**src/alu_data_pkg.sv**
```systemverilog
package alu_data_pkg;

    // Operand width
    localparam int WIDTH = 8;

    // Bit-step counter, must reach WIDTH
    localparam int COUNT_W = $clog2(WIDTH + 1);

    // One operand or one half of a result
    typedef logic [WIDTH-1:0] word_t;

    // Two-word view of a result
    typedef struct packed {
        word_t high;
        word_t low;
    } word_pair_t;

    // Same 2*WIDTH bits seen either as a full product
    // or as a high/low pair (quotient and remainder, or a single low word)
    typedef union packed {
        logic [2*WIDTH-1:0] product;
        word_pair_t words;
    } result_u;

endpackage

```
**src/alu_opcode_pkg.sv**
```systemverilog
package alu_opcode_pkg;

    // Opcode field width on the top-level port
    localparam int OPCODE_W = 4;

    // Supported opcodes
    // 4, 5 and 13 to 15 are unsupported and complete with zeros
    typedef enum logic [OPCODE_W-1:0] {
        ADD = 4'd0,
        SUB = 4'd1,
        MUL = 4'd2,
        DIV = 4'd3,
        LT  = 4'd6,
        GT  = 4'd7,
        EQ  = 4'd8,
        AND = 4'd9,
        OR  = 4'd10,
        XOR = 4'd11,
        NOT = 4'd12
    } opcode_t;

    // Which execution unit serves an opcode
    typedef enum logic [2:0] {
        GROUP_ADDSUB,
        GROUP_MUL,
        GROUP_DIV,
        GROUP_COMB,
        GROUP_NONE
    } op_group_t;

    // Map an opcode onto its unit group
    function automatic op_group_t op_group(opcode_t op);
        case (op)
            ADD, SUB: return GROUP_ADDSUB;
            MUL: return GROUP_MUL;
            DIV: return GROUP_DIV;
            LT, GT, EQ, AND, OR, XOR, NOT: return GROUP_COMB;
            default: return GROUP_NONE;
        endcase
    endfunction

endpackage

```
**src/seq_op_if.sv**
```systemverilog
`timescale 1ns/1ns

// Link between the dispatcher and one multi-cycle unit
interface seq_op_if;
    import alu_data_pkg::*;

    // Request side, from the dispatcher
    logic start;
    word_t operand_a;
    word_t operand_b;
    logic sub_mode;

    // Response side, from the unit
    result_u result;
    logic flag;
    logic done;

    modport dispatch (
        output start, operand_a, operand_b, sub_mode,
        input result, flag, done
    );

    // Operands are sampled with start, result holds until next start
    modport unit (
        input start, operand_a, operand_b, sub_mode,
        output result, flag, done
    );

endinterface

```
**src/alu_dispatch.sv**
```systemverilog
`timescale 1ns/1ns

module alu_dispatch (
    input logic clk,
    input logic reset,
    input logic start,
    input alu_opcode_pkg::opcode_t opcode,
    input alu_data_pkg::word_t in1,
    input alu_data_pkg::word_t in2,
    seq_op_if.dispatch addsub_bus,
    seq_op_if.dispatch mul_bus,
    seq_op_if.dispatch div_bus,
    input alu_data_pkg::word_t comb_result,
    input logic comb_flag,
    output alu_data_pkg::word_t out_high,
    output alu_data_pkg::word_t out_low,
    output logic flag,
    output logic done
);
    import alu_data_pkg::*;
    import alu_opcode_pkg::*;

    // Control state
    logic waiting;
    logic finishing;
    logic launch;
    logic accept;
    op_group_t grp_in;
    op_group_t grp_q;
    opcode_t op_q;

    // Latched operands for the unit
    word_t a_q;
    word_t b_q;

    // Result staged one cycle ahead of done
    word_t cap_high;
    word_t cap_low;
    logic cap_flag;

    // Response of the active unit
    result_u unit_result;
    logic unit_flag;
    logic unit_done;

    assign grp_in = op_group(opcode);
    // Start is ignored while an op is in flight
    assign accept = start && !waiting && !finishing;

    // Exactly one unit sees a start pulse
    assign addsub_bus.start = launch && (grp_q == GROUP_ADDSUB);
    assign addsub_bus.operand_a = a_q;
    assign addsub_bus.operand_b = b_q;
    assign addsub_bus.sub_mode = (op_q == SUB);

    assign mul_bus.start = launch && (grp_q == GROUP_MUL);
    assign mul_bus.operand_a = a_q;
    assign mul_bus.operand_b = b_q;
    assign mul_bus.sub_mode = 1'b0;

    assign div_bus.start = launch && (grp_q == GROUP_DIV);
    assign div_bus.operand_a = a_q;
    assign div_bus.operand_b = b_q;
    assign div_bus.sub_mode = 1'b0;

    // Pick the response of the latched group
    always_comb begin
        unit_result = '0;
        unit_flag = 1'b0;
        unit_done = 1'b0;
        case (grp_q)
            GROUP_ADDSUB: begin
                unit_result = addsub_bus.result;
                unit_flag = addsub_bus.flag;
                unit_done = addsub_bus.done;
            end
            GROUP_MUL: begin
                unit_result = mul_bus.result;
                unit_flag = mul_bus.flag;
                unit_done = mul_bus.done;
            end
            GROUP_DIV: begin
                unit_result = div_bus.result;
                unit_flag = div_bus.flag;
                unit_done = div_bus.done;
            end
            default: unit_done = 1'b0;
        endcase
    end

    // Sequencing and registered outputs
    always_ff @(posedge clk or posedge reset) begin
        if (reset) begin
            waiting <= 1'b0;
            finishing <= 1'b0;
            launch <= 1'b0;
            grp_q <= GROUP_NONE;
            op_q <= ADD;
            out_high <= '0;
            out_low <= '0;
            flag <= 1'b0;
            done <= 1'b0;
        end else begin
            done <= 1'b0;
            launch <= 1'b0;
            if (accept) begin
                op_q <= opcode;
                grp_q <= grp_in;
                // Comb and unsupported ops answer on the next edge
                if (grp_in == GROUP_COMB || grp_in == GROUP_NONE) begin
                    finishing <= 1'b1;
                end else begin
                    waiting <= 1'b1;
                    launch <= 1'b1;
                end
            end else if (waiting && unit_done) begin
                waiting <= 1'b0;
                finishing <= 1'b1;
            end else if (finishing) begin
                finishing <= 1'b0;
                done <= 1'b1;
                out_high <= cap_high;
                out_low <= cap_low;
                flag <= cap_flag;
            end
        end
    end

    // Operand latch and result capture
    always_ff @(posedge clk) begin
        if (accept) begin
            a_q <= in1;
            b_q <= in2;
            cap_high <= '0;
            cap_low <= (grp_in == GROUP_COMB) ? comb_result : '0;
            cap_flag <= (grp_in == GROUP_COMB) ? comb_flag : 1'b0;
        end else if (waiting && unit_done) begin
            cap_high <= unit_result.words.high;
            cap_low <= unit_result.words.low;
            cap_flag <= unit_flag;
        end
    end

endmodule

```
**src/alu_top.sv**
```systemverilog
`timescale 1ns/1ns

module alu_top (
    input logic clk,
    input logic reset,
    input logic start,
    input logic [alu_opcode_pkg::OPCODE_W-1:0] opcode,
    input alu_data_pkg::word_t in1,
    input alu_data_pkg::word_t in2,
    output alu_data_pkg::word_t out_high,
    output alu_data_pkg::word_t out_low,
    output logic flag,
    output logic done
);
    import alu_data_pkg::*;
    import alu_opcode_pkg::*;

    // Raw opcode seen as the enum, unsupported codes included
    opcode_t opcode_e;
    word_t comb_result;
    logic comb_flag;

    assign opcode_e = opcode_t'(opcode);

    // One link per multi-cycle unit
    seq_op_if addsub_bus ();
    seq_op_if mul_bus ();
    seq_op_if div_bus ();

    alu_dispatch i_alu_dispatch (
        .clk(clk),
        .reset(reset),
        .start(start),
        .opcode(opcode_e),
        .in1(in1),
        .in2(in2),
        .addsub_bus(addsub_bus.dispatch),
        .mul_bus(mul_bus.dispatch),
        .div_bus(div_bus.dispatch),
        .comb_result(comb_result),
        .comb_flag(comb_flag),
        .out_high(out_high),
        .out_low(out_low),
        .flag(flag),
        .done(done)
    );

    serial_addsub i_serial_addsub (
        .clk(clk),
        .reset(reset),
        .bus(addsub_bus.unit)
    );

    shift_add_multiplier i_shift_add_multiplier (
        .clk(clk),
        .reset(reset),
        .bus(mul_bus.unit)
    );

    restoring_divider i_restoring_divider (
        .clk(clk),
        .reset(reset),
        .bus(div_bus.unit)
    );

    // Sees live inputs, dispatcher samples it on the start edge
    logic_compare_unit i_logic_compare_unit (
        .opcode(opcode_e),
        .in1(in1),
        .in2(in2),
        .result(comb_result),
        .flag(comb_flag)
    );

endmodule

```
**src/logic_compare_unit.sv**
```systemverilog
`timescale 1ns/1ns

module logic_compare_unit (
    input alu_opcode_pkg::opcode_t opcode,
    input alu_data_pkg::word_t in1,
    input alu_data_pkg::word_t in2,
    output alu_data_pkg::word_t result,
    output logic flag
);
    import alu_opcode_pkg::*;

    // Single-cycle ops, everything else reads as zero
    always_comb begin
        result = '0;
        flag = 1'b0;
        case (opcode)
            // Bitwise ops to the word
            AND: result = in1 & in2;
            OR: result = in1 | in2;
            XOR: result = in1 ^ in2;
            NOT: result = ~in1;
            // Unsigned compares to the flag
            LT: flag = (in1 < in2);
            GT: flag = (in1 > in2);
            EQ: flag = (in1 == in2);
            default: begin
                result = '0;
                flag = 1'b0;
            end
        endcase
    end

endmodule

```
**src/restoring_divider.sv**
```systemverilog
`timescale 1ns/1ns

module restoring_divider (
    input logic clk,
    input logic reset,
    seq_op_if.unit bus
);
    import alu_data_pkg::*;

    // Control state
    logic busy;
    logic finish;
    logic [COUNT_W-1:0] bit_count;
    logic last_bit;
    logic idle;
    logic divide_by_zero;

    // Divisor, partial remainder, and dividend turning into quotient
    word_t divisor_q;
    word_t rem_q;
    word_t quo_q;

    // Trial subtraction, one extra bit for the shifted remainder
    // and one more to catch the borrow
    logic [WIDTH:0] shifted;
    logic [WIDTH+1:0] trial;
    logic borrow;

    assign idle = !busy && !finish;
    assign last_bit = (bit_count == COUNT_W'(WIDTH - 1));
    assign divide_by_zero = (bus.operand_b == '0);

    // Bring down next dividend bit
    assign shifted = {rem_q, quo_q[WIDTH-1]};
    assign trial = {1'b0, shifted} - {2'b00, divisor_q};
    assign borrow = trial[WIDTH+1];

    assign bus.flag = 1'b0;

    always_ff @(posedge clk or posedge reset) begin
        if (reset) begin
            busy <= 1'b0;
            finish <= 1'b0;
            bit_count <= '0;
            bus.done <= 1'b0;
        end else begin
            bus.done <= 1'b0;
            if (finish) begin
                finish <= 1'b0;
                bus.done <= 1'b1;
            end else if (busy) begin
                bit_count <= bit_count + 1'b1;
                if (last_bit) begin
                    busy <= 1'b0;
                    finish <= 1'b1;
                end
            end else if (bus.start) begin
                // Zero divisor skips the loop
                busy <= !divide_by_zero;
                finish <= divide_by_zero;
                bit_count <= '0;
            end
        end
    end

    // One quotient bit per cycle, MSB first
    always_ff @(posedge clk) begin
        if (idle && bus.start) begin
            divisor_q <= bus.operand_b;
            rem_q <= '0;
            quo_q <= divide_by_zero ? '0 : bus.operand_a;
        end else if (busy) begin
            quo_q <= {quo_q[WIDTH-2:0], ~borrow};
            // Keep the difference only when it did not go negative
            rem_q <= borrow ? shifted[WIDTH-1:0] : trial[WIDTH-1:0];
        end
        if (finish) begin
            bus.result.words.high <= quo_q;
            bus.result.words.low <= rem_q;
        end
    end

endmodule

```
**src/serial_addsub.sv**
```systemverilog
`timescale 1ns/1ns

module serial_addsub (
    input logic clk,
    input logic reset,
    seq_op_if.unit bus
);
    import alu_data_pkg::*;

    // Control state
    logic busy;
    logic store_phase;
    logic finish;
    logic [COUNT_W-1:0] bit_count;
    logic last_bit;
    logic idle;

    // Operand shifters, LSB goes first
    word_t a_q;
    word_t b_q;
    // Sum fills from the top and shifts down
    word_t sum_q;
    logic sub_q;

    // Full adder inputs, held for the store step
    logic bit_a;
    logic bit_b;
    logic carry_q;
    logic fa_sum;
    logic fa_carry;

    assign idle = !busy && !finish;
    assign last_bit = (bit_count == COUNT_W'(WIDTH - 1));

    // One-bit full adder
    assign fa_sum = bit_a ^ bit_b ^ carry_q;
    assign fa_carry = (bit_a & bit_b) | (carry_q & (bit_a ^ bit_b));

    // Load/store sequencing, two cycles per bit
    always_ff @(posedge clk or posedge reset) begin
        if (reset) begin
            busy <= 1'b0;
            store_phase <= 1'b0;
            finish <= 1'b0;
            bit_count <= '0;
            bus.done <= 1'b0;
        end else begin
            bus.done <= 1'b0;
            if (finish) begin
                finish <= 1'b0;
                bus.done <= 1'b1;
            end else if (busy) begin
                store_phase <= ~store_phase;
                if (store_phase) begin
                    bit_count <= bit_count + 1'b1;
                    // Last bit stored, wrap up next cycle
                    if (last_bit) begin
                        busy <= 1'b0;
                        finish <= 1'b1;
                    end
                end
            end else if (bus.start) begin
                busy <= 1'b1;
                store_phase <= 1'b0;
                bit_count <= '0;
            end
        end
    end

    // Datapath
    always_ff @(posedge clk) begin
        if (idle && bus.start) begin
            a_q <= bus.operand_a;
            b_q <= bus.operand_b;
            sub_q <= bus.sub_mode;
            // Subtract is a + ~b + 1
            carry_q <= bus.sub_mode;
        end else if (busy && !store_phase) begin
            // Load step
            bit_a <= a_q[0];
            bit_b <= b_q[0] ^ sub_q;
            a_q <= a_q >> 1;
            b_q <= b_q >> 1;
        end else if (busy) begin
            // Store step
            sum_q <= {fa_sum, sum_q[WIDTH-1:1]};
            carry_q <= fa_carry;
        end
        if (finish) begin
            bus.result.words.high <= '0;
            bus.result.words.low <= sum_q;
            // No carry out of a + ~b + 1 means a < b
            bus.flag <= sub_q ? ~carry_q : carry_q;
        end
    end

endmodule

```
**src/shift_add_multiplier.sv**
```systemverilog
`timescale 1ns/1ns

module shift_add_multiplier (
    input logic clk,
    input logic reset,
    seq_op_if.unit bus
);
    import alu_data_pkg::*;

    // Control state
    logic busy;
    logic finish;
    logic [COUNT_W-1:0] bit_count;
    logic last_bit;
    logic idle;

    // Partial product and multiplicand, both double width
    logic [2*WIDTH-1:0] acc_q;
    logic [2*WIDTH-1:0] mcand_q;
    // Multiplier bits, consumed from bit 0
    word_t mplier_q;

    assign idle = !busy && !finish;
    assign last_bit = (bit_count == COUNT_W'(WIDTH - 1));

    // Never a carry or borrow here
    assign bus.flag = 1'b0;

    // One multiplier bit per cycle
    always_ff @(posedge clk or posedge reset) begin
        if (reset) begin
            busy <= 1'b0;
            finish <= 1'b0;
            bit_count <= '0;
            bus.done <= 1'b0;
        end else begin
            bus.done <= 1'b0;
            if (finish) begin
                finish <= 1'b0;
                bus.done <= 1'b1;
            end else if (busy) begin
                bit_count <= bit_count + 1'b1;
                if (last_bit) begin
                    busy <= 1'b0;
                    finish <= 1'b1;
                end
            end else if (bus.start) begin
                busy <= 1'b1;
                bit_count <= '0;
            end
        end
    end

    // Shift-and-add datapath
    always_ff @(posedge clk) begin
        if (idle && bus.start) begin
            acc_q <= '0;
            mcand_q <= {{WIDTH{1'b0}}, bus.operand_a};
            mplier_q <= bus.operand_b;
        end else if (busy) begin
            // Add shifted multiplicand on a set bit
            if (mplier_q[0]) begin
                acc_q <= acc_q + mcand_q;
            end
            mcand_q <= mcand_q << 1;
            mplier_q <= mplier_q >> 1;
        end
        if (finish) begin
            bus.result.product <= acc_q;
        end
    end

endmodule

```
**config.mk**
```make
export PLATFORM = sky130hd
export DESIGN_NAME = alu_top
export DESIGN_NICKNAME = d
export VERILOG_FILES = /design/src/alu_data_pkg.sv /design/src/alu_opcode_pkg.sv /design/src/seq_op_if.sv /design/src/alu_dispatch.sv /design/src/alu_top.sv /design/src/logic_compare_unit.sv /design/src/restoring_divider.sv /design/src/serial_addsub.sv /design/src/shift_add_multiplier.sv
export SDC_FILE = /design/constraint.sdc
export NUM_CORES = 1
export LEC_CHECK = 0
export ABC_CLOCK_PERIOD_IN_PS = 6000
export BUFFER_PORTS_ARGS = -buffer_cell sky130_fd_sc_hd__buf_2
export CAP_MARGIN = 30
export CORE_ASPECT_RATIO = 0.9
export CORE_MARGIN = 2
export CORE_UTILIZATION = 26
export DETAILED_ROUTE_END_ITERATION = 6
export GPL_ROUTABILITY_DRIVEN = 0
export PLACE_DENSITY = 0.4
export SLEW_MARGIN = 20
export SYNTH_ARGS = -nofsm -noshare
export SYNTH_HDL_FRONTEND = slang
export SYNTH_HIERARCHICAL = 1
export SYNTH_SLANG_ARGS = --single-unit
```
**constraint.sdc**
```tcl
create_clock -name clk -period 6 [get_ports clk]
set_input_delay 1.2 -clock clk [delete_from_list [all_inputs] [get_ports clk]]
set_output_delay 1.2 -clock clk [all_outputs]
set_load 0.03 [all_outputs]
```
Yosys cells after proc, flatten, opt, wreduce, memory -nomap -nowiden

Memories as Yosys holds them, arrays and structs flattened.
Cells that the tools add are included.

Register bits: 216
Memory bits (read-only): 48
Input port bits: 23
Output and inout bits: 18
Logic and storage cells: 208
Memories kept: 1

Memories:

| memory           | words | width | rd ports | clocked after Yosys merged registers in | write ports | RTL line             | RTL |
|---|---|---|---|---|---|---|---|
| (name not given) | 16    | 3     | 1        | 0                                       | 0           | alu_opcode_pkg.sv:33 | `case (op)` |

Add/sub/neg operators: 5
Order comparisons: 2
Eq/ne operators: 20
Multiplexer cells: 71
Bitwise logic cells: 20
Reductions and logical operators: 44

Operator list:

| cell                                                                   | count |
|---|---|
| 8-bit 2-to-1 mux                                                       | 15 |
| 16-bit case mux with 3 select lines                                    | 1 |
| 1-bit 2-to-1 mux                                                       | 45 |
| 8-bit case mux with 4 select lines                                     | 1 |
| 4-bit 2-to-1 mux                                                       | 7 |
| 4-bit by 3-bit equality test with 1-bit output (second input constant) | 5 |
| 4-bit equality test (second input constant)                            | 5 |
| 16-bit adder                                                           | 1 |
| 2-bit nonzero test                                                     | 8 |
| 2-bit AND reduction                                                    | 7 |
| 1-bit logical AND                                                      | 13 |
| 4-bit by 1-bit adder with 4-bit output (second input constant)         | 3 |
| 1-bit zero test                                                        | 10 |
| 1-bit NOT                                                              | 10 |
| 9-bit by 8-bit subtractor with 10-bit output                           | 1 |
| 3-bit AND reduction                                                    | 3 |
| 8-bit bitwise AND                                                      | 1 |
| 8-bit equality test                                                    | 1 |
| 8-bit > comparator                                                     | 1 |
| 8-bit zero test                                                        | 1 |
| 8-bit < comparator                                                     | 1 |
| 8-bit NOT                                                              | 1 |
| 8-bit OR                                                               | 1 |
| 8-bit bitwise XOR                                                      | 1 |
| other kinds (12)                                                       | 19 |

Depth between registers and ports, before layout

Gate-level depths: netlist of the first run.

Word-level depth: 6
Gate-level depth with buffers: 10

By module

The synthesis of the first run kept the hierarchy.

Modules (own cells, without submodules):

| module               | times used | cells each | area an instance (µm²) |
|---|---|---|---|
| shift_add_multiplier | 1          | 260        | 3001.6 |
| alu_dispatch         | 1          | 236        | 2996.6 |
| restoring_divider    | 1          | 173        | 2154.6 |
| serial_addsub        | 1          | 110        | 1836.8 |
| logic_compare_unit   | 1          | 103        | 738.2 |

Worst setup path after synthesis of the first run

OpenSTA, ideal clock, no wires.

Path type: input port to flip-flop
Start: input port in2[7]
End: register i_alu_dispatch.cap_flag, data pin
Setup time: 0.256 ns
Arrival: 2.596 ns
Required time: 5.744 ns
Setup slack: 3.147 ns
Stages on the path: 8
Buffers on the path: 0
Cell sequence: inv_1 > ha_1 > nor3b_1 > or4_1 > a22o_1 > nand4b_1 > o21ai_1 > a22o_1

Longest elaborated chain between the ends: 4
Elaborated cells between the ends (all ways): 6

RTL lines:

| what                                             | RTL line                 | RTL |
|---|---|---|
| start, declared                                  | alu_top.sv:9             | `input alu_data_pkg::word_t in2,` |
| 8-bit > comparator, or another cell as far along | logic_compare_unit.sv:24 | `GT: flag = (in1 > in2);` |
| 1-bit case mux with 3 select lines (*)           | logic_compare_unit.sv:16 | `case (opcode)` |
| via comb_flag                                    | alu_top.sv:21            | `logic comb_flag;` |
| 1-bit 2-to-1 mux (*)                             | alu_dispatch.sv:136      | `cap_flag <= (grp_in == GROUP_COMB) ? comb_flag : 1'b0;` |
| 1-bit 2-to-1 mux (*)                             | alu_dispatch.sv:131      | `if (accept) begin` |
| end signal, assigned                             | alu_dispatch.sv:136      |  |
| end signal, assigned                             | alu_dispatch.sv:140      | `cap_flag <= unit_flag;` |
| end, declared                                    | alu_dispatch.sv:39       | `logic cap_flag;` |

Mark *: on every way through the listed nets, which the timed path passes. The rest lies on a longest branch.
A chain may end at the register's enable or synchronous reset.

Worst setup path after layout of the first run

Start: register i_alu_dispatch.grp_q[0]
End: register i_shift_add_multiplier.acc_q[10]

Longest elaborated chain between the ends: 3

RTL lines:

| what                                           | RTL line                   | RTL |
|---|---|---|
| start, declared                                | alu_dispatch.sv:29         | `op_group_t grp_q;` |
| start signal, assigned                         | alu_dispatch.sv:108        | `grp_q <= grp_in;` |
| 3-bit by 1-bit equality test with 1-bit output | alu_dispatch.sv:56         | `assign mul_bus.start = launch && (grp_q == GROUP_MUL);` |
| 1-bit logical AND                              | alu_dispatch.sv:56         |  |
| via mul_bus.start                              | seq_op_if.sv:8             | `logic start;` |
| 1-bit logical AND                              | shift_add_multiplier.sv:56 | `if (idle && bus.start) begin` |
| end signal, assigned                           | shift_add_multiplier.sv:63 | `acc_q <= acc_q + mcand_q;` |
| end, declared                                  | shift_add_multiplier.sv:18 | `logic [2*WIDTH-1:0] acc_q;` |

The timed path passes the listed nets, and every way through them passes these cells.

==> summary.md, run 1 <==
| Metric | Value |
|---|---|
| Status | `complete, no violations` |
| Design Power | `5.71 mW` |
| Combinational share of power | `31.9%` |
| Met2 usage | `17.8%` |
| Die area | `42,800 µm²` |
| Worst R2R Setup Slack | `2820 ps` |
| Hold Path Class | `register to register` |
| Fmax | `315 MHz` |
| Startpoint types | `register` |
| WL per Instance | `18.3 µm` |
| Net Sw Power | `1.99 mW` |
| GR met3 Demand/Resource | `2.22%` |
| Fin. max-slew vios | `0` |
| Clock sinks | `216` |
| Vias in the first global route | `6,447` |
| Pwr per Cell Area | `477 nW/µm²` |
| Ports | `41` |
| Internal power | `3.72 mW` |
| Switching Fraction | `34.9%` |
| Synth Warn # | `6` |
| CTS tree | `built` |
| Share of layout cells above drive strength 1 | `17.9%` |
| Pre-antenna DRT Iters | `5` |
| Final setup TNS | `0 ps` |
| Largest stage delay, worst path | `830 ps` |
| Largest net degree at the start of global routing | `29` |
| Peak supply drop | `0.254 mV` |
| Initial cell density of the core | `26.4%` |
| Cell Chain, Critical Path | `nor2b_1 -> and3b_1 -> a21oi_2 -> inv_1 -> o21ai_0 -> a32o_1` |
| DR vias/cell | `4.53` |
| Met1 GRT Util | `19.3%` |
| DRC viols | `0` |
| Min Tclk post-route | `3180 ps` |
| CP delay by family, top | `simple AND/OR/NAND/NOR gates` |
| IO buf count | `40` |
| CTS buffer count | `26` |
| CTS root buf | `clkbuf_16` |
| Final setup violation count | `0` |
| Slowest cell on crit path | `dfrtp_1` |
| Num rows | `70` |
| Inserted Diodes | `0` |
| Worst slew margin | `32.9%` |
| Final Hold Fails | `0` |
| CTS max path bufs | `3` |
| Syn Std Cell Area | `10,700 µm²` |
| GRT Max-Usage Layer | `met1` |
| Final WL | `26.4 mm` |
| Gate Count Post-Synth | `879` |
| Clock power frac | `26.8%` |
| PostCTS Resize Cnt | `0` |
| CTS H-Tree Depth | `1` |
| Tot GR Track Use | `12.5%` |
| Gr ovfl total | `0` |
| RSZ-0062 raised after global routing | `no` |
| CTS clk-pin slew, worst paths | `60 ps` |
| First-pass GRT wire length | `40.9 mm` |
| Area growth syn-to-layout | `11.9%` |
| Final worst path period share | `53.0%` |
| Mapped Avg Cell Area | `12.2 µm²` |
| Crit path buf inv count | `1` |
| CP arrival | `3610 ps` |
| Initial antenna violation count | `0` |
| Clk_lat worst skew | `540 ps` |
| Fin nets | `957` |
| Worst-path maximum fanout | `23` |
| Pleak | `4.82 nW` |
| WS Path Type | `register to register` |
| Sequential Power Share | `41.3%` |
| Detail Placement HPWL | `19.4 mm` |
| Nature of the critical path endpoint | `register` |
| Area of the core | `40,600 µm²` |
| Worst EP required | `6430 ps` |
| DRT iter0 DRCs | `516` |
| Worst slew pin tran | `996 ps` |
| Post-CTS Hold Buffers | `0` |
| Vias | `6,530` |
| Post-CTS Setup Repair Bufs | `0` |
| Max-cap violations | `0` |
| Die W | `218 µm` |
| Skew final | `24.7 ps` |
| Final ANT Viol Nets | `0` |
| Die Y | `197 µm` |
cells in the final DEF, fill, tap and decap left out, drive strengths merged, types with 8 or more instances in the layout:
cell and n:
clkinv 11, o2bb2ai 9, nand2 74, a22o 31, clkbuf 34, nor2 23, a2bb2oi 8, dfrtp 49
conb 10, mux2i 42, buf 47, ha 50, edfxtp 126, nor3 12, dfxtp 40, xnor2 9
o22ai 10, o21ai 42, nand3 21, inv 54, a21oi 34, mux2 48
registers in the layout (all words and copies together) (netlist names), 16 cells and up:
name,count
i_shift_add_multiplier/bus.result,16
i_restoring_divider/bus.result,16
i_shift_add_multiplier/acc_q,16
i_shift_add_multiplier/mcand_q,16
through the flow:
step / hold WS (ps) / std cells / util [%] / instance area [µm²] / worst slack [ps]
CTS: 426 / 1440 / 29.4 / 12000 / 2780
finish: 424 / 1441 / 29.5 / 12000 / 2820
detailed placement: 409 / 1392 / 27.4 / 11100 / 2310
global placement: 402 / 1389 / 27.3 / 11100 / 2290
floorplan: 400 / 886 / - / 10700 / 3150
global route: 441 / 1441 / 29.5 / 12000 / 2580
path summary, 6_finish.rpt:
kind,startpoint,end,depth (start not counted)
worst max register to register,i_alu_dispatch/grp_q[0],i_shift_add_multiplier/acc_q[10],6
worst max-delay path,i_alu_dispatch/grp_q[0],i_shift_add_multiplier/acc_q[10],6
max in group asynchronous,reset,i_alu_dispatch/op_q[1],2
worst min register to register,i_serial_addsub/a_q[0],i_serial_addsub/bit_a,0
worst min-delay path,i_serial_addsub/a_q[0],i_serial_addsub/bit_a,0
min in group asynchronous,reset,i_shift_add_multiplier/busy,2
worst register-to-register path, cell delays in order (launching register included):
cell     delay (ps)
dfrtp_1         830
nor2b_1         510
and3b_1         330
a21oi_2         180
inv_1           610
o21ai_0         350
a32o_1          280
final cells by class:
class	instances	area [µm²]
Clock buffer	34	701
Clock inverter	14	141
Fill cell	4163	28700
Inverter	53	199
Multi-Input combinational cell	537	4170
Sequential cell	216	5840
Tap cell	540	676
Timing Repair Buffer	47	262
metal layers:
layer  vias to the layer above  routed length [µm]
met5                         -                   0
met4                         0                 581
met3                        30                1160
met2                       115               10700
met1                      3189               13900
li1                       3196                   -
power by group through the flow:
stage	combinational (mW)	sequential [mW]	clock, mW
after floorplan	1.47	2.29	0
after global placement	1.81	2.39	0
after detailed placement	1.82	2.39	0
after CTS	1.83	2.36	1.59
after global routing	2.02	2.42	1.64
final	1.82	2.36	1.53
(Power assumes the default switching activity.)
==> run 2, diff against run 1 <==
--- a/config.mk
+++ b/config.mk
@@ -5,7 +5,7 @@
 export SDC_FILE = /design/constraint.sdc
 export NUM_CORES = 1
 export LEC_CHECK = 0
-export ABC_CLOCK_PERIOD_IN_PS = 6000
+export ABC_CLOCK_PERIOD_IN_PS = 3100
 export BUFFER_PORTS_ARGS = -buffer_cell sky130_fd_sc_hd__buf_2
 export CAP_MARGIN = 30
 export CORE_ASPECT_RATIO = 0.9
==> constraint.sdc (replaced) <==
create_clock -name clk -period 3.1 [get_ports clk]
set_input_delay 0.62 -clock clk [delete_from_list [all_inputs] [get_ports clk]]
set_output_delay 0.62 -clock clk [all_outputs]
set_load 0.03 [all_outputs]
==> run 2 against run 1 <==
First-iteration DRC count decreased by 23%; core utilization increased by 0.23 points; die area unchanged; critical path type unchanged; largest cell class unchanged.
==> summary.md, run 2 (same netlist as run 1, synthesis figures left out) <==
| Metric | Value |
|---|---|
| Worst slack, placed | `542 ps (-1770 ps)` |
| Fmax | `413 MHz (+31%)` |
| Pleak | `4.87 nW (+1.2%)` |
| Peak supply drop | `0.331 mV (+30%)` |
| Share of layout cells above drive strength 1 | `18.5% (+0.62 points)` |
| Die W | `218 µm (unchanged)` |
| R2R cell count | `8 (+2)` |
| DRC viols | `0 (unchanged)` |
| Initial cell density of the core | `26.4% (unchanged)` |
| WS Path Type | `register to register` |
| WL per Instance | `18.7 µm (+2.1%)` |
| RSZ-0062 raised after global routing | `no` |
| Inserted Diodes | `0 (unchanged)` |
| Pwr per Cell Area | `930 nW/µm² (+95%)` |
| Final ANT Viol Nets | `0 (unchanged)` |
| Area of the core | `40,600 µm² (unchanged)` |
| CTS max path bufs | `3 (unchanged)` |
| Reg-to-Reg End | `i_shift_add_multiplier/acc_q[14]` |
| Worst EP required | `3540 ps (-2890 ps)` |
| Finished Core Util | `29.7% (+0.23 points)` |
| Clk_lat worst skew | `550 ps (about the same)` |
| CTS clk-pin slew, worst paths | `60 ps (about the same)` |
| Final setup TNS | `0 ps (unchanged)` |
| # fillers | `4,157 (-0.14%)` |
| Worst R2R Setup Slack | `680 ps (-2150 ps)` |
| DR vias/cell | `4.52 (-0.15%)` |
| CTS buffer count | `27 (+3.8%)` |
| Post-CTS Hold Buffers | `0 (unchanged)` |
| Multi-input logic area | `4170 µm² (unchanged)` |
| First-pass GRT wire length | `41.4 mm (+1.4%)` |
| Final setup violation count | `0 (unchanged)` |
| Area growth syn-to-layout | `12.7%` |
| Post-Place Cells | `1,404 (+0.86%)` |
| CP arrival | `2860 ps (-750 ps)` |
| Skew final | `10.5 ps (-14.2 ps)` |
| Worst slew margin | `43.3% (+10 points)` |
| Finished Layout Cells | `1,454 (+0.90%)` |
| IO buf count | `40 (unchanged)` |
| Max-cap violations | `0 (unchanged)` |
| Commonest cells after routing, fill and taps aside | `126 x edfxtp_1, 74 x nand2_1, 53 x inv_1, 50 x ha_1, 49 x dfrtp_1` |
| Startpoint types | `register` |
| Fin nets | `969 (+1.3%)` |
| Worst r2r src | `i_shift_add_multiplier/mcand_q[0]` |
| Vias | `6,579 (+0.75%)` |
| Post-CTS Setup Repair Bufs | `0 (unchanged)` |
| Post-DP Area | `11,200 µm² (+0.80%)` |
| Die Y | `197 µm (unchanged)` |
| PostCTS Resize Cnt | `0 (unchanged)` |
| Status | `complete, no violations` |
| CTS H-Tree Depth | `1 (unchanged)` |
| DRT iter0 DRCs | `398 (-23%)` |
| Gr ovfl total | `0 (unchanged)` |
| Sequential cell area | `5840 µm² (unchanged)` |
| Most common cell after layout, fill and taps aside | `edfxtp_1` |
| Hold Path Class | `input port to async pin` |
| Ports | `41 (unchanged)` |
| Nature of the critical path endpoint | `register` |
| Min Tclk post-route | `2420 ps (-755 ps)` |
| Final Hold Fails | `0 (unchanged)` |
| Worst slew pin tran | `849 ps (-147 ps)` |
| Num rows | `70 (unchanged)` |
| Worst setup margin | `676 ps (-2150 ps)` |
| CTS root buf | `clkbuf_16` |
| Largest net degree at the start of global routing | `29 (unchanged)` |
| Vias in the first global route | `6,580 (+2.1%)` |
| Initial antenna violation count | `0 (unchanged)` |
| Tot GR Track Use | `12.7% (+0.23 points)` |
| Clock sinks | `216 (unchanged)` |
| Fin. max-slew vios | `0 (unchanged)` |
| Final worst path period share | `78.2% (+25 points)` |
| Final WL | `27.2 mm (+3.0%)` |
| Detail Placement HPWL | `19.8 mm (+2.3%)` |
| Post-route cell area | `12,100 µm² (+0.77%)` |
| CTS tree | `built` |
| Die area | `42,800 µm² (unchanged)` |
| Pre-antenna DRT Iters | `5 (unchanged)` |
| Worst-path maximum fanout | `6 (-74%)` |
-- run 2: cell count changes in the layout (fill, tap and decap cells not counted), moves of 2 or more --
cell,delta
clkbuf_1,+2
buf_4,+14
clkinv_1,+2
clkinv_2,-3
-- run 2: worst max-delay path by stage --
stage / from / endpoint / slack [ps] / depth (start not counted)
after floorplan: i_alu_dispatch/grp_q[1] / i_shift_add_multiplier/acc_q[10] / 660 / 9
after global placement: in1[7] / i_alu_dispatch/cap_flag / 580 / 9
after detailed placement: in1[7] / i_alu_dispatch/cap_flag / 540 / 9
after CTS: i_shift_add_multiplier/mcand_q[0] / i_shift_add_multiplier/acc_q[14] / 670 / 8
after global routing: i_shift_add_multiplier/mcand_q[0] / i_shift_add_multiplier/acc_q[14] / 540 / 8
final: i_shift_add_multiplier/mcand_q[0] / i_shift_add_multiplier/acc_q[14] / 680 / 8
-- run 2: through the flow --
stage	hold slack [ps]	power, mW
2_1_floorplan	400	7.28
3_3_place_gp	408	8.21
3_5_place_dp	422	8.22
4_1_cts	70.8	11.4
5_1_grt	86.0	11.9
6_report	80.0	11.2
-- run 2: worst max-delay path, cell delays in order, from the launching register on --
cell      delay (ps)
edfxtp_1         380
ha_1             240
fa_1             480
a21oi_2          240
o211ai_4         150
nand4_1          130
a31oi_1          120
or3_1            320
a32o_1           250
-- run 2: metal layers --
metal  share of wire (%)  wire length (µm)  track usage [%]
met5                   0                 0                0
met3                 4.0              1080             2.41
met4                 2.2               597             3.00
met2                  41             11000             18.1
met1                  53             14500             19.6
-- run 2: power breakdown --
part | leakage [nW] | switching [mW] | internal, mW | total [mW]
logic | 2.32 | 2.09 | 1.52 | 3.61
clock network | 0.416 | 1.25 | 1.84 | 3.08
registers | 2.13 | 0.594 | 3.94 | 4.54
total | 4.87 | 3.93 | 7.30 | 11.2
-- run 2: layout make-up --
type / count / share of cell area, %
well taps: 540 / 5.60
multi-input cells: 537 / 34.5
flip-flops and latches: 216 / 48.3
inverters: 53 / 1.65
clock inverters: 12 / 0.943
clock buffers: 38 / 6.19
repair buffers: 58 / 2.78
==> run 3, diff against run 2 <==
--- a/config.mk
+++ b/config.mk
@@ -5,7 +5,8 @@
 export SDC_FILE = /design/constraint.sdc
 export NUM_CORES = 1
 export LEC_CHECK = 0
-export ABC_CLOCK_PERIOD_IN_PS = 3100
+export ABC_AREA = 1
+export ABC_CLOCK_PERIOD_IN_PS = 2400
 export BUFFER_PORTS_ARGS = -buffer_cell sky130_fd_sc_hd__buf_2
 export CAP_MARGIN = 30
 export CORE_ASPECT_RATIO = 0.9
==> constraint.sdc (replaced) <==
create_clock -name clk -period 2.4 [get_ports clk]
set_input_delay 0.48 -clock clk [delete_from_list [all_inputs] [get_ports clk]]
set_output_delay 0.48 -clock clk [all_outputs]
set_load 0.03 [all_outputs]
==> run 3 against run 2 <==
The flow now finishes with violations (DRC); die area up 3.3%; sequential share of layout area shrank 1.7 points; routed wire length is 5.2% higher; count of clock-buffer cells in the layout increased by 4; cell count increased by 26%; sequential cell count is the same; clock skew is 3.2 ps higher; sequential power fell by 14%; clock power grew 28%; core utilization up 0.13 points; largest cell class unchanged; largest power group is now clock; highest routed layer unchanged.
==> summary.md, run 3 <==
| Metric | Value |
|---|---|
| Failing checks | `DRC` |
| Vias in the first global route | `7,630 (+16%)` |
| Worst slew margin | `56.6% (+13 points)` |
| Net Sw Power | `1.66 mW (-58%)` |
| Worst R2R Setup Slack | `320 ps (-360 ps)` |
| DR vias/cell | `4.28 (-5.4%)` |
| CTS H-Tree Depth | `1 (unchanged)` |
| WS Path Type | `register to register` |
| Pleak | `5.76 nW (+18%)` |
| Largest stage delay, worst path | `550 ps (+70 ps)` |
| DRT iter0 DRCs | `560 (+41%)` |
| Crit path buf inv count | `3 (+3)` |
| Worst EP required | `2620 ps (-920 ps)` |
| Reg-to-Reg End | `i_shift_add_multiplier/mplier_q[7]` |
| Most common cell after layout, fill and taps aside | `nand2_1` |
| Highest metal used | `met4` |
| Wl on met1 | `15.5 mm (+7.3%)` |
| Die Y | `200 µm (+1.6%)` |
| CTS buffer count | `26 (-3.7%)` |
| CP arrival | `2300 ps (-560 ps)` |
| Fin. max-slew vios | `0 (unchanged)` |
| Skew final | `13.7 ps (+3.21 ps)` |
| Hold Path Class | `input port to register` |
| Area of the core | `41,900 µm² (+3.2%)` |
| Cell Chain, Critical Path | `inv_2 -> nor4_1 -> nand2_1 -> nor2_4 -> nor2_2 -> inv_1 -> buf_4` |
| Nature of the critical path endpoint | `register` |
| RSZ-0062 raised after global routing | `no` |
| Syn Std Cell Area | `11,100 µm² (+3.3%)` |
| Internal power | `6.33 mW (-13%)` |
| CTS tree | `built` |
| Fin nets | `1,345 (+39%)` |
| Sequential Power Share | `48.8% (+8.4 points)` |
| CTS root buf | `clkbuf_16` |
| IO buf count | `40 (unchanged)` |
| Clock power frac | `49.2% (+22 points)` |
| CTS max path bufs | `3 (unchanged)` |
| Ports | `41 (unchanged)` |
| Fmax | `481 MHz (+16%)` |
| Final setup violation count | `0 (unchanged)` |
| DRC viols | `2 (+2)` |
| Num rows | `71 (+1.4%)` |
| Clk_lat worst skew | `540 ps (about the same)` |
| Max-cap violations | `0 (unchanged)` |
| Mapped Avg Cell Area | `8.95 µm² (-27%)` |
| Combinational share of power | `2.0% (-30 points)` |
| Commonest cells after routing, fill and taps aside | `422 x nand2_1, 155 x inv_1, 126 x edfxtp_1, 104 x nand3_1, 50 x ha_1` |
| Die area | `44,200 µm² (+3.3%)` |
| Final worst path period share | `86.7% (+8.5 points)` |
| Gr ovfl total | `0 (unchanged)` |
| Hold Path Cell Cnt | `1` |
| Switching Fraction | `20.8% (-14 points)` |
| Peak supply drop | `0.444 mV (+34%)` |
| Final Hold Fails | `0 (unchanged)` |
| Startpoint types | `register` |
| Pwr per Cell Area | `639 nW/µm² (-31%)` |
| Inserted Diodes | `0 (unchanged)` |
| Initial antenna violation count | `0 (unchanged)` |
| Final WL | `28.6 mm (+5.2%)` |
| Largest net degree at the start of global routing | `33 (+14%)` |
| Status | `finished, violations left` |
| WHS | `158 ps (+78.1 ps)` |
| Share of layout cells above drive strength 1 | `11.2% (-7.2 points)` |
| Met2 routed WL | `11.2 mm (+2.2%)` |
| CP delay by family, top | `simple AND/OR/NAND/NOR gates` |
| WL per Instance | `15.6 µm (-17%)` |
| Detail Placement HPWL | `21.6 mm (+9.3%)` |
| Final setup TNS | `0 ps (unchanged)` |
| Synth Warn # | `6 (unchanged)` |
| Pre-antenna DRT Iters | `7 (+2)` |
| First-pass GRT wire length | `45.3 mm (+9.3%)` |
| Min Tclk post-route | `2080 ps (-343 ps)` |
| Sequential cell area | `5840 µm² (unchanged)` |
| Gate Count Post-Synth | `1,236 (+41%)` |
| Initial cell density of the core | `26.4% (+0.036 points)` |
| Tot GR Track Use | `13.2% (+0.49 points)` |
| Worst r2r src | `i_alu_dispatch/grp_q[0]` |
| Met3 WL | `1.31 mm (+21%)` |
| Multi-input logic area | `4100 µm² (-1.7%)` |
| Worst-path maximum fanout | `16 (+10)` |
| PostCTS Resize Cnt | `0 (unchanged)` |
| CTS clk-pin slew, worst paths | `60 ps (about the same)` |
| Hold EP | `i_alu_dispatch/addsub_bus.operand_b[7]` |
| Die W | `221 µm (+1.6%)` |
| # fillers | `4,471 (+7.6%)` |
| Slowest cell on crit path | `dfrtp_1` |
| Clock sinks | `216 (unchanged)` |
| R2R cell count | `7 (-1)` |
| Final ANT Viol Nets | `0 (unchanged)` |
| Vias | `7,859 (+19%)` |
| Worst slew pin tran | `642 ps (-206 ps)` |
| Min-delay src | `in2[7]` |
| Area growth syn-to-layout | `13.1%` |
==> run 3: metal layers <==
metal	up-vias	global-route usage, %
met2	155	19.0
met1	3639	20.4
met4	0	2.75
met3	34	2.48
met5	-	0
li1	4031	-
==> run 3: final cells by class <==
class	count	share of cell area, %
clock buffer	42	6.42
clock inverter	6	0.430
inverter	165	4.95
multi-input combinational	793	32.7
sequential	216	46.7
tap	547	5.47
timing repair buffer	67	3.34
==> run 3: stage by stage <==
| stage | instances | cell area, µm² | utilization (%) | worst slack (ps) | total power, mW |
|---|---|---|---|---|---|
| 3_5_place_dp | 1787 | 11600 | 27.8 | 325 | 4.13 |
| 6_report | 1836 | 12500 | 29.8 | 319 | 7.99 |
| 2_1_floorplan | 1243 | 11100 | - | 413 | 4.07 |
| 4_1_cts | 1836 | 12500 | 29.8 | 307 | 8.12 |
| 5_1_grt | 1836 | 12500 | 29.8 | 154 | 8.28 |
| 3_3_place_gp | 1787 | 11600 | 27.8 | 295 | 4.13 |
==> run 3: worst max-delay path by stage <==
stage | startpoint | depth (start not counted) | end | slack, ps
2_1_floorplan | i_alu_dispatch/grp_q[2] | 5 | i_serial_addsub/a_q[0] | 410
3_3_place_gp | i_alu_dispatch/grp_q[1] | 8 | i_restoring_divider/quo_q[5] | 300
5_1_grt | i_alu_dispatch/grp_q[0] | 7 | i_shift_add_multiplier/mcand_q[2] | 150
4_1_cts | i_alu_dispatch/grp_q[1] | 8 | i_restoring_divider/quo_q[5] | 310
6_report | i_alu_dispatch/grp_q[0] | 7 | i_shift_add_multiplier/mplier_q[7] | 320
3_5_place_dp | i_alu_dispatch/grp_q[0] | 7 | i_shift_add_multiplier/mplier_q[7] | 330
==> run 3: power by group through the flow <==
stage / sequential [mW] / combinational, mW / clock (mW)
6_report: 3.90 / 0.162 / 3.93
3_5_place_dp: 3.97 / 0.160 / 0
2_1_floorplan: 3.97 / 0.0977 / 0
4_1_cts: 3.89 / 0.162 / 4.06
5_1_grt: 3.89 / 0.185 / 4.21
3_3_place_gp: 3.97 / 0.163 / 0
==> run 3: worst reg2reg max path: stages (launching register included) <==
cell     delay [ps]
dfrtp_1         550
inv_2           110
nor4_1          310
nand2_1         170
nor2_4          160
nor2_2          130
inv_1            80
buf_4           240
==> run 3: repair_timing <==
item / 4_1_cts / 5_1_grt
endpoints found under the hold margin: 29 / 0
hold buffers: 1 / 0
setup buffers: 0 / 0
